### config.mk
export PLATFORM = sky130hd
export DESIGN_NAME = channel_top
export DESIGN_NICKNAME = d
export VERILOG_FILES = /design/src/logic/channel_pkg.sv /design/src/logic/event_if.sv /design/src/logic/channel_sequencer.sv /design/src/logic/channel_top.sv /design/src/logic/csa_reset_timer.sv /design/src/logic/local_fifo.sv /design/src/logic/sar_converter.sv
export VERILOG_INCLUDE_DIRS = /design/src /design/src/logic
export SDC_FILE = /design/constraint.sdc
export NUM_CORES = 1
export LEC_CHECK = 0
export ABC_AREA = 1
export BUFFER_PORTS_ARGS = -buffer_cell sky130_fd_sc_hd__buf_4
export CAP_MARGIN = 20
export CORE_AREA = 5 5 318 320
export CTS_CLUSTER_SIZE = 14
export DETAILED_ROUTE_END_ITERATION = 10
export DIE_AREA = 0 0 323 325
export PLACE_DENSITY = 0.5
export SKIP_LAST_GASP = 1
export SLEW_MARGIN = 25
export SYNTH_ARGS = -nofsm -noshare
export SYNTH_HDL_FRONTEND = slang
export SYNTH_HIERARCHICAL = 1
export SYNTH_SLANG_ARGS = --single-unit
export TNS_END_PERCENT = 10
### constraint.sdc
create_clock -name clk -period 5.5 [get_ports clk]
set_input_delay 1.1 -clock clk [delete_from_list [all_inputs] [get_ports clk]]
set_output_delay 1.1 -clock clk [all_outputs]
set_load 0.1 [all_outputs]
### src/logic/channel_cfg.svh
////////////////////
// channel widths, FIFO depth and DAC reset value
// include wherever the pixel channel sizes are needed
////////////////////

`ifndef CHANNEL_CFG_SVH
`define CHANNEL_CFG_SVH

// ADC code and DAC word
`define CHANNEL_ADC_BITS 8

// one stored event
`define CHANNEL_EVENT_BITS 56

// local derandomizing FIFO, power of two
`define CHANNEL_FIFO_DEPTH 8

// timestamp bits kept in the event
`define CHANNEL_TS_BITS 28

// mid-scale DAC word, used at reset and during readout
`define CHANNEL_DAC_MIDSCALE 8'h80

`endif

### src/logic/channel_pkg.sv
////////////////////
// types shared by the channel blocks and the testbench
////////////////////

`include "channel_cfg.svh"

package channel_pkg;

    typedef enum logic [2:0] {
        IDLE            = 3'd0,
        SAMPLE          = 3'd1,
        RESET_CSA       = 3'd2,
        CONVERT         = 3'd3,
        REQUEST_READOUT = 3'd4,
        TRANSFER        = 3'd5
    } seq_state_t;

    typedef enum logic [1:0] {
        NATURAL  = 2'd0,
        EXTERNAL = 2'd1,
        CROSS    = 2'd2
    } trigger_type_t;

    localparam logic [1:0] PACKET_TYPE_DATA = 2'b01;

    // event layout, msb first
    typedef struct packed {
        logic                         local_fifo_half;
        logic                         local_fifo_full;
        trigger_type_t                trigger_type;
        logic [`CHANNEL_ADC_BITS-1:0] adc_code;
        logic [`CHANNEL_TS_BITS-1:0]  timestamp;
        logic [5:0]                   channel_id;
        logic [7:0]                   chip_id;
        logic [1:0]                   packet_type;
    } channel_event_t;

endpackage

### src/logic/event_if.sv
////////////////////
// event path from the sequencer into the local FIFO
////////////////////

`timescale 1ns/1ns

interface event_if;

    import channel_pkg::*;

    channel_event_t event_word;  // assembled event
    logic           write_n;     // one-cycle low write strobe
    logic           full;        // occupancy equals depth
    logic           half;        // occupancy at least half depth

    modport writer (
        output event_word,
        output write_n,
        input  full,
        input  half
    );

    modport store (
        input  event_word,
        input  write_n,
        output full,
        output half
    );

endinterface

### src/logic/channel_sequencer.sv
////////////////////
// channel FSM: trigger qualification, sample hold, burst control
// and event assembly towards the local FIFO
////////////////////

`timescale 1ns/1ns

`include "channel_cfg.svh"

module channel_sequencer (
    input  logic                         clk,
    input  logic                         reset_n,
    input  logic                         channel_enabled,
    input  logic                         hit,
    input  logic                         channel_mask,
    input  logic                         external_trigger,
    input  logic                         external_trigger_mask,
    input  logic                         cross_trigger,
    input  logic                         cross_trigger_mask,
    input  logic [7:0]                   chip_id,
    input  logic [5:0]                   channel_id,
    input  logic [31:0]                  timestamp,
    input  logic [7:0]                   adc_burst,          // conversions per trigger
    input  logic [7:0]                   adc_hold_delay,     // extra sample cycles
    input  logic [`CHANNEL_ADC_BITS-1:0] digital_threshold,
    input  logic                         sar_done,
    input  logic [`CHANNEL_ADC_BITS-1:0] adc_code,
    output logic                         triggered_natural,
    output logic                         sample,
    output logic                         sar_start,
    output logic                         reset_request,
    output logic                         readout_mode,
    event_if.writer                      ev
);

    import channel_pkg::*;

    seq_state_t                  state;
    seq_state_t                  next_state;
    logic                        triggered_external;
    logic                        triggered_cross;
    logic                        triggered;
    trigger_type_t               trig_type;
    trigger_type_t               trig_type_q;
    logic [`CHANNEL_TS_BITS-1:0] ts_q;
    logic [7:0]                  sample_cnt;
    logic [7:0]                  burst_cnt;   // conversions finished
    logic                        last_conv;
    channel_event_t              event_d;

    ////////////////////
    // trigger qualification

    always_comb begin
        triggered_natural  = hit & ~channel_mask;
        triggered_external = external_trigger & ~external_trigger_mask;
        triggered_cross    = cross_trigger & ~cross_trigger_mask;
        triggered          = triggered_natural | triggered_external | triggered_cross;
        if (triggered_natural)
            trig_type = NATURAL;
        else if (triggered_external)
            trig_type = EXTERNAL;
        else
            trig_type = CROSS;
    end

    // burst of 0 or 1 gives a single conversion
    assign last_conv = ({1'b0, burst_cnt} + 9'd1) >= {1'b0, adc_burst};

    ////////////////////
    // state machine

    always_comb begin
        next_state = state;
        case (state)
            IDLE:            if (channel_enabled && triggered) next_state = SAMPLE;
            SAMPLE:          if (sample_cnt == adc_hold_delay) next_state = RESET_CSA;
            RESET_CSA:       next_state = CONVERT;
            CONVERT:         if (sar_done) next_state = REQUEST_READOUT;
            REQUEST_READOUT: if (!ev.full) next_state = TRANSFER;  // wait for space
            TRANSFER:        next_state = last_conv ? IDLE : SAMPLE;
            default:         next_state = IDLE;
        endcase
    end

    always_ff @(posedge clk or negedge reset_n) begin
        if (!reset_n) begin
            state      <= IDLE;
            sample_cnt <= 8'd0;
            burst_cnt  <= 8'd0;
        end else begin
            state      <= next_state;
            sample_cnt <= (state == SAMPLE) ? sample_cnt + 8'd1 : 8'd0;
            if (state == IDLE)
                burst_cnt <= 8'd0;
            else if (state == TRANSFER)
                burst_cnt <= burst_cnt + 8'd1;
        end
    end

    // trigger type and time are frozen once the FSM leaves IDLE
    always_ff @(posedge clk) begin
        if (state == IDLE) begin
            trig_type_q <= trig_type;
            ts_q        <= timestamp[`CHANNEL_TS_BITS-1:0];
        end
    end

    ////////////////////
    // outputs and event

    assign sample        = (state != RESET_CSA) && (state != CONVERT);  // hold while converting
    assign sar_start     = (state == RESET_CSA);
    assign reset_request = (state == RESET_CSA) && last_conv;
    assign readout_mode  = (state == REQUEST_READOUT) || (state == TRANSFER);

    always_comb begin
        event_d.local_fifo_half = ev.half;
        event_d.local_fifo_full = ev.full;
        event_d.trigger_type    = trig_type_q;
        event_d.adc_code        = adc_code;
        event_d.timestamp       = ts_q;
        event_d.channel_id      = channel_id;
        event_d.chip_id         = chip_id;
        event_d.packet_type     = PACKET_TYPE_DATA;
    end

    assign ev.event_word = event_d;
    assign ev.write_n    = !((state == TRANSFER) && (adc_code >= digital_threshold));

endmodule

### src/logic/channel_top.sv
////////////////////
// one pixel readout channel, plain ports towards the chip
////////////////////

`timescale 1ns/1ns

`include "channel_cfg.svh"

module channel_top (
    input  logic                         clk,
    input  logic                         reset_n,
    input  logic                         channel_enabled,
    input  logic                         hit,                // discriminator
    input  logic                         comp,               // SAR comparator
    input  logic                         external_trigger,
    input  logic                         cross_trigger,
    input  logic                         channel_mask,
    input  logic                         external_trigger_mask,
    input  logic                         cross_trigger_mask,
    input  logic [7:0]                   chip_id,
    input  logic [5:0]                   channel_id,
    input  logic [31:0]                  timestamp,
    input  logic [7:0]                   adc_burst,
    input  logic [7:0]                   adc_hold_delay,
    input  logic [7:0]                   reset_length,
    input  logic [`CHANNEL_ADC_BITS-1:0] digital_threshold,
    input  logic                         read_local_fifo_n,
    output channel_pkg::channel_event_t  channel_event,      // FIFO head
    output logic                         fifo_empty,
    output logic                         triggered_natural,
    output logic                         csa_reset,
    output logic                         sample,
    output logic [`CHANNEL_ADC_BITS-1:0] dac_word
);

    logic                         sar_start;
    logic                         sar_done;
    logic [`CHANNEL_ADC_BITS-1:0] adc_code;
    logic                         reset_request;
    logic                         readout_mode;

    event_if ev_bus ();

    channel_sequencer channel_sequencer_inst (
        .clk                   (clk),
        .reset_n               (reset_n),
        .channel_enabled       (channel_enabled),
        .hit                   (hit),
        .channel_mask          (channel_mask),
        .external_trigger      (external_trigger),
        .external_trigger_mask (external_trigger_mask),
        .cross_trigger         (cross_trigger),
        .cross_trigger_mask    (cross_trigger_mask),
        .chip_id               (chip_id),
        .channel_id            (channel_id),
        .timestamp             (timestamp),
        .adc_burst             (adc_burst),
        .adc_hold_delay        (adc_hold_delay),
        .digital_threshold     (digital_threshold),
        .sar_done              (sar_done),
        .adc_code              (adc_code),
        .triggered_natural     (triggered_natural),
        .sample                (sample),
        .sar_start             (sar_start),
        .reset_request         (reset_request),
        .readout_mode          (readout_mode),
        .ev                    (ev_bus)
    );

    sar_converter sar_converter_inst (
        .clk          (clk),
        .reset_n      (reset_n),
        .start        (sar_start),
        .comp         (comp),
        .readout_mode (readout_mode),
        .done         (sar_done),
        .adc_code     (adc_code),
        .dac_word     (dac_word)
    );

    csa_reset_timer csa_reset_timer_inst (
        .clk           (clk),
        .reset_n       (reset_n),
        .reset_request (reset_request),
        .reset_length  (reset_length),
        .csa_reset     (csa_reset)
    );

    local_fifo #(
        .DEPTH (`CHANNEL_FIFO_DEPTH)
    ) local_fifo_inst (
        .clk     (clk),
        .reset_n (reset_n),
        .read_n  (read_local_fifo_n),
        .ev      (ev_bus),
        .head    (channel_event),
        .empty   (fifo_empty)
    );

endmodule

### src/logic/csa_reset_timer.sv
////////////////////
// holds csa_reset for reset_length cycles after each request
////////////////////

`timescale 1ns/1ns

module csa_reset_timer (
    input  logic       clk,
    input  logic       reset_n,
    input  logic       reset_request,  // one-cycle pulse
    input  logic [7:0] reset_length,   // 0 behaves as 1
    output logic       csa_reset
);

    logic [7:0] remaining;  // cycles left after the current one

    always_ff @(posedge clk or negedge reset_n) begin
        if (!reset_n) begin
            csa_reset <= 1'b0;
            remaining <= 8'd0;
        end else if (reset_request) begin
            csa_reset <= 1'b1;
            if (reset_length == 8'd0)
                remaining <= 8'd0;
            else
                remaining <= reset_length - 8'd1;
        end else if (csa_reset) begin
            if (remaining == 8'd0)
                csa_reset <= 1'b0;
            else
                remaining <= remaining - 8'd1;
        end
    end

endmodule

### src/logic/local_fifo.sv
////////////////////
// derandomizing first-word-fall-through FIFO for channel events
////////////////////

`timescale 1ns/1ns

`include "channel_cfg.svh"

module local_fifo #(
    parameter int DEPTH = `CHANNEL_FIFO_DEPTH  // power of two
) (
    input  logic                        clk,
    input  logic                        reset_n,
    input  logic                        read_n,  // low pops the head
    event_if.store                      ev,
    output channel_pkg::channel_event_t head,
    output logic                        empty
);

    import channel_pkg::*;

    localparam int PTR_BITS = $clog2(DEPTH);
    localparam int CNT_BITS = PTR_BITS + 1;
    localparam logic [CNT_BITS-1:0] FULL_COUNT = CNT_BITS'(DEPTH);
    localparam logic [CNT_BITS-1:0] HALF_COUNT = CNT_BITS'(DEPTH / 2);

    channel_event_t      mem [DEPTH];
    logic [PTR_BITS-1:0] wr_ptr;
    logic [PTR_BITS-1:0] rd_ptr;
    logic [CNT_BITS-1:0] count;
    logic                do_write;
    logic                do_read;

    assign do_write = !ev.write_n;            // writer checks full
    assign do_read  = !read_n && !empty;       // empty reads ignored

    always_ff @(posedge clk) begin
        if (do_write)
            mem[wr_ptr] <= ev.event_word;
    end

    always_ff @(posedge clk or negedge reset_n) begin
        if (!reset_n) begin
            wr_ptr <= '0;
            rd_ptr <= '0;
            count  <= '0;
        end else begin
            if (do_write)
                wr_ptr <= wr_ptr + 1'b1;
            if (do_read)
                rd_ptr <= rd_ptr + 1'b1;
            case ({do_write, do_read})
                2'b10:   count <= count + 1'b1;
                2'b01:   count <= count - 1'b1;
                default: count <= count;
            endcase
        end
    end

    assign head    = mem[rd_ptr];
    assign empty   = (count == '0);
    assign ev.full = (count == FULL_COUNT);
    assign ev.half = (count >= HALF_COUNT);

endmodule

### src/logic/sar_converter.sv
////////////////////
// successive-approximation register driven by the external comparator
// start launches a fixed 8-cycle binary search, dac_word feeds the DAC
////////////////////

`timescale 1ns/1ns

`include "channel_cfg.svh"

module sar_converter (
    input  logic                         clk,
    input  logic                         reset_n,
    input  logic                         start,         // one-cycle pulse
    input  logic                         comp,          // high keeps trial bit
    input  logic                         readout_mode,  // park the DAC
    output logic                         done,          // last trial cycle
    output logic [`CHANNEL_ADC_BITS-1:0] adc_code,
    output logic [`CHANNEL_ADC_BITS-1:0] dac_word
);

    localparam logic [`CHANNEL_ADC_BITS-1:0] MSB_MASK = `CHANNEL_DAC_MIDSCALE;

    logic [`CHANNEL_ADC_BITS-1:0] mask_q;  // bit under trial
    logic [`CHANNEL_ADC_BITS-1:0] code_q;  // bits decided so far
    logic                         busy;

    always_ff @(posedge clk or negedge reset_n) begin
        if (!reset_n) begin
            mask_q <= MSB_MASK;
            code_q <= '0;
            busy   <= 1'b0;
        end else if (start) begin
            mask_q <= MSB_MASK;
            code_q <= '0;
            busy   <= 1'b1;
        end else if (busy) begin
            if (comp)
                code_q <= code_q | mask_q;
            mask_q <= mask_q >> 1;
            if (mask_q[0])
                busy <= 1'b0;  // lsb decided this cycle
        end
    end

    assign done = busy & mask_q[0];

    // final code is already valid in the done cycle
    assign adc_code = busy ? (code_q | (mask_q & {`CHANNEL_ADC_BITS{comp}})) : code_q;

    assign dac_word = readout_mode ? MSB_MASK : (code_q | mask_q);

endmodule

==> results of run 1 <==
[layer usage]
| metal | wire length (um) | vias to the layer above | part of all wire |
|---|---|---|---|
| met3 | 2190 | 71 | 0.039 |
| met4 | 989 | 0 | 0.018 |
| met1 | 26300 | 7009 | 0.47 |
| met2 | 26400 | 226 | 0.47 |
| met5 | 0 | - | 0 |
| li1 | - | 8103 | - |
[cells in the mapped netlist (4+ instances only)]
master    number  area share
buf_2         53       0.011
nor2_1       497       0.077
xnor2_1       10      0.0036
nand2_1      861        0.13
ha_1          27       0.014
nand4_1        4      0.0010
a21oi_1       19      0.0039
edfxtp_1     478        0.59
nand2_4        4      0.0019
clkbuf_1       8      0.0012
xor2_1        10      0.0036
o21ai_0       30      0.0062
buf_1          4     0.00062
buf_4         30      0.0093
inv_1        323       0.050
dfrtp_1       54       0.056
inv_2          9      0.0014
nand3_1       41      0.0085
buf_6         22       0.010
[state kept, by name (all words and copies together), names as in the netlist]
register                            count
channel_sequencer_inst/sample_cnt       8
sar_converter_inst/code_q               8
sar_converter_inst/mask_q               8
local_fifo_inst/wr_ptr                  3
channel_sequencer_inst/burst_cnt        8
csa_reset_timer_inst/remaining          8
csa_reset_timer_inst/csa_reset          1
channel_sequencer_inst/state            3
channel_sequencer_inst/ts_q            28
local_fifo_inst/mem                   448
channel_sequencer_inst/trig_type_q      2
sar_converter_inst/busy                 1
local_fifo_inst/count                   4
local_fifo_inst/rd_ptr                  3
[power by group through the flow]
stage | registers, W | clock network (W) | logic (W)
2_1_floorplan | 0.00525 | 0 | 0.00621
3_3_place_gp | 0.00541 | 0 | 0.00771
3_5_place_dp | 0.00541 | 0 | 0.00774
4_1_cts | 0.00533 | 0.00402 | 0.00776
5_1_grt | 0.00537 | 0.00419 | 0.00833
6_report | 0.00531 | 0.00389 | 0.00760
[worst paths after layout]
kind | to | cells after the start
max in group asynchronous | local_fifo_inst/rd_ptr[0] | 1
min | channel_sequencer_inst/sample_cnt[7] | 1
max | channel_event[40] | 9
min reg2reg | channel_sequencer_inst/sample_cnt[7] | 1
min in group asynchronous | sar_converter_inst/mask_q[1] | 1
max reg2reg | local_fifo_inst/mem[6][20] | 13
[cell families (layout without fill, tap and decap cells)]
| family | after synthesis | after routing | synth area share |
|---|---|---|---|
| buffers and inverters | 452 | 630 | 0.0848 |
| xor gates and xnor gates | 20 | 20 | 0.00724 |
| adders and majority gates | 28 | 28 | 0.0148 |
| DFF | 533 | 533 | 0.650 |
| other | 2 | 2 | 0.000311 |
| AOI/OAI and AO/OA | 59 | 59 | 0.0131 |
| and+or+nand+nor | 1427 | 1427 | 0.229 |
[area by class of cell]
| class | count | area share |
|---|---|---|
| Multi-Input combinational cell | 1536 | 0.227 |
| Inverter | 334 | 0.0443 |
| Clock buffer | 83 | 0.0557 |
| Tap cell | 1287 | 0.0565 |
| Clock inverter | 28 | 0.0117 |
| Sequential cell | 533 | 0.552 |
| Timing Repair Buffer | 185 | 0.0527 |
[through the flow]
step,util,worst slack [ns]
finish,0.291,1.43
global route,0.291,1.12
CTS,0.291,1.29
detailed placement,0.272,1.13
global placement,0.272,1.18
floorplan,-,0.233
==> reports/metrics.cfg, run 1 <==
[logic_synthesis]
yosys_warnings=6
synth_area_um2=24200
synth_cell_type_count=43
synth_nets=2638
avgSynthCellArea_um2=9.59
synth_edf_count=478
syn_inst=2521
ys_seq_area_frac=0.650
async_flop_share=0.103
synthFlopType=edfxtp_1
ys_seq_elements=533

[timing]
finClkSkew_ns=0.0256
setup_viol=0
final.min_clock_period_ns=4.07
hold_violations=0
min_period_over_period=0.740
maxSlewViolCount=0
worst_pin_slew_ns=0.994
rsz0062_at_grt=no
relSlewSlack=0.330
whs_ns=0.491
tns_ns=0
fmax_mhz=246

[worst_hold_path]
worstHoldStart=channel_sequencer_inst/sample_cnt[7]
worstHoldPathType=flip-flop to flip-flop

[cts]
cts_max_path_buffers=3
clock_sinks=533
cts_hold_buf=0
h-tree-depth=2
ctsRootBufferMaster=clkbuf_16
numCtsBuffers=60
cts_setup_buffers=0
clkTransAtPathRegs_ns=0.06
cts_tree=built
clkLatencyLatePin_ns=0.64
cts_resized=0

[final_layout]
n_antenna_cell=0
final_nets=2767
area_growth_pct=17.9
drive_above_1_share=0.112
multiInputGateArea_um2=6470
stdcell_count=3986
register_area_um2=15700
final_area_um2=28500
n_fill_cell=10100
layout_commonest_cell=nand2_1
layout_common_cells=861 x nand2_1, 488 x nor2_1, 478 x edfxtp_1

[global_route]
busiest_layer=met2
grt_use_met2=0.179
grt_pass1_wl_um=86000
antenna_found_initial=0
use_met3=0.0183
grt_max_degree=85
grt_usage=0.105
grt_pass1_vias=14800
grt_overflow=0
grtUsageMet1=0.141

[pwr]
ir_drop_mv=0.671
combPwrFrac=0.452
p_int_w=0.00898
p_sw_w=0.00783
clkPwrFrac=0.232
switching_share=0.466
finalPower_w=0.0168
power.leakage_nw=12.4
powerDensity_nw_per_um2=590
p_seq_frac=0.316

[setup_path]
required_ns=4.40
criticalPathCategory=flip-flop to output pin
r2r_slack_ns=1.79
startpoint=local_fifo_inst/rd_ptr[0]
cp_common_cell=nand2_1
worstSetupEndpointType=output pin
path_max_fanout=81
critPathLaunchType=flip-flop
path_buf_inv=3
r2r_start=sar_converter_inst/busy
slowest_delay_ns=0.83
crit_chain=buf_12 > buf_12 > nor2_1 > nor2_1 > nand2_1 > nand2_1 > nand2_1 > nand2_1 > buf_4
crit_family=buffers and inverters
crit_arrival_ns=2.97
slowest_stage=dfrtp_4

[run_status]
status=completed

[floorplanning]
start_util=0.247
dieHeight_um=325
rows=115
dieArea_um2=105000
ioPinCount=157
coreArea_um2=97800
die-width_um=323

[placed_design]
placed_area_um2=26600
dp_cells=3875
dp_hpwl_um=32000
io_buffers=152
gp_congestion=0.722

[route]
ant_nets=0
viasPerCell=3.87
first_pass_iters=5
drc=0
vias=15400
wl_um=55800
routedWlPerCell_um=14.0
drtIter0Drc=737

[flow_run]
cap_violations=0

(Power assumes the default switching activity.)
==> run 2, diff against run 1 <==
Clock period 5.5 ns to 4.21 ns, I/O delays scaled along.
==> run 2 against run 1 <==
- combinational power up 32%
- setup slack worse by 0.80 ns
- clock-buffer cell count down 5
- non-clock buffer count up 12
- power up 32%
- worst hold slack worse by 0.21 ns
- critical path depth down 1
- sequential power up 32%
- highest routed layer unchanged
- clock skew up 0.012 ns
- clock power up 33%
- critical endpoint is now channel_event[26]
- utilization up 0.33 points
- first-iteration DRC count up 24%
==> reports/metrics.cfg, run 2 (synthesis gave the netlist of run 1 again) <==
[run_status]
status=completed

[final_layout]
largest_reg_flops=448
final_nets=2780
area_growth_pct=19.2
final_area_um2=28800
drive_above_1_share=0.120
largest_registers=local_fifo_inst/mem x448, channel_sequencer_inst/ts_q x28
top_register=local_fifo_inst/mem
layout_commonest_cell=nand2_1
n_antenna_cell=0
layout_common_cells=861 x nand2_1, 489 x nor2_1, 478 x edfxtp_1

[setup_path]
criticalPathCategory=flip-flop to output pin
cp.depth=8
startpoint=local_fifo_inst/rd_ptr[0]
r2r_start=sar_converter_inst/busy
slowest_delay_ns=0.77
slowest_stage=dfrtp_4
reg2reg_depth=13
crit_family=flip-flops
critPathLaunchType=flip-flop
endpoint=channel_event[26]
timing.rr.end=local_fifo_inst/mem[0][31]
required_ns=3.37
r2r_slack_ns=0.67
crit_arrival_ns=2.74
worstSetupEndpointType=output pin
crit_chain=buf_12 > nor2_1 > nor2_1 > nand2_1 > nand2_1 > nand2_1 > nand2_1 > buf_4
cp_common_cell=nand2_1
path_buf_inv=2
path_max_fanout=100

[global_route]
antenna_found_initial=1
grt_pass1_wl_um=87000
grt_usage=0.106
grt_overflow=0
grt_max_degree=101
grt_pass1_vias=14800

[pwr]
ir_drop_mv=0.787
powerDensity_nw_per_um2=771
power.leakage_nw=12.5

[timing]
maxSlewViolCount=0
whs_ns=0.279
tns_ns=0
fmax_mhz=279
setup_viol=0
finClkSkew_ns=0.0375
fin_ws_ns=0.632
relSlewSlack=0.487
hold_violations=0
final.min_clock_period_ns=3.58
rsz0062_at_grt=no
worst_pin_slew_ns=0.769
min_period_over_period=0.850

[floorplanning]
coreArea_um2=97800
start_util=0.247
dieHeight_um=325
ioPinCount=157
dieArea_um2=105000
die-width_um=323
rows=115

[placed_design]
io_buffers=152
gp_congestion=0.745
placed_area_um2=26900
pre_cts_ws_ns=0.284
dp_hpwl_um=34400

[cts]
cts_setup_buffers=0
clkTransAtPathRegs_ns=0.06
clock_sinks=533
numCtsBuffers=61
clkLatencyLatePin_ns=0.63
cts_max_path_buffers=3
ctsRootBufferMaster=clkbuf_16
cts_hold_buf=0
cts_resized=0
cts_tree=built
h-tree-depth=2

[route]
wl_um=56900
first_pass_iters=5
ant_nets=0
vias=15600
viasPerCell=3.91
drtIter0Drc=914
routedWlPerCell_um=14.2
drc=0

[flow_run]
cap_violations=0

[worst_hold_path]
worstHoldPathType=input pin to asynchronous set/reset pin

## run 2: cell types whose count changed in the layout (fill, tap and decap cells not counted), sizes merged
cell and change:
clkinv +1, clkinvlp +2, clkbuf -5, bufinv -1
buf +12
## run 2: stage by stage
| stage | std cells | utilization | power [W] |
|---|---|---|---|
| 2_1_floorplan | 2521 | - | 0.0150 |
| 3_3_place_gp | 3887 | 0.275 | 0.0173 |
| 3_5_place_dp | 3887 | 0.275 | 0.0174 |
| 4_1_cts | 3995 | 0.295 | 0.0226 |
| 5_1_grt | 3995 | 0.295 | 0.0236 |
| 6_report | 3995 | 0.295 | 0.0222 |
## run 2: area by class of cell
| cell class | instances | area (um^2) |
|---|---|---|
| repair buffers | 197 | 1790 |
| clock inverters | 30 | 313 |
| flip-flops and latches | 533 | 15700 |
| clock buffers | 78 | 1640 |
| well taps | 1287 | 1610 |
| multi-input cells | 1536 | 6470 |
| inverters | 334 | 1260 |
| fillers | 10200 | 69000 |
## run 2: how the worst min path moves through the flow
stage                                                    start                                    to  slack (ns)  depth (start not counted)
final                                                  reset_n          sar_converter_inst/code_q[1]        0.28                          1
after global routing                                   reset_n          sar_converter_inst/code_q[1]        0.31                          1
after CTS                                              reset_n          sar_converter_inst/code_q[1]        0.26                          1
after detailed placement  channel_sequencer_inst/sample_cnt[7]  channel_sequencer_inst/sample_cnt[7]        0.49                          1
after global placement    channel_sequencer_inst/sample_cnt[7]  channel_sequencer_inst/sample_cnt[7]        0.48                          1
after floorplan           channel_sequencer_inst/sample_cnt[7]  channel_sequencer_inst/sample_cnt[7]        0.45                          1
## run 2: routing by layer
layer / vias up / GRT usage / part of all wire
li1: 8120 / - / -
met5: - / 0 / 0
met1: 7215 / 0.144 / 0.47
met2: 233 / 0.177 / 0.47
met4: 0 / 0.0250 / 0.019
met3: 71 / 0.0191 / 0.042
## run 2: power by group
part           switching (W)  internal (W)  total (W)
combinational        0.00773       0.00230     0.0100
clock                0.00213       0.00305    0.00518
sequential          0.000522       0.00648    0.00700
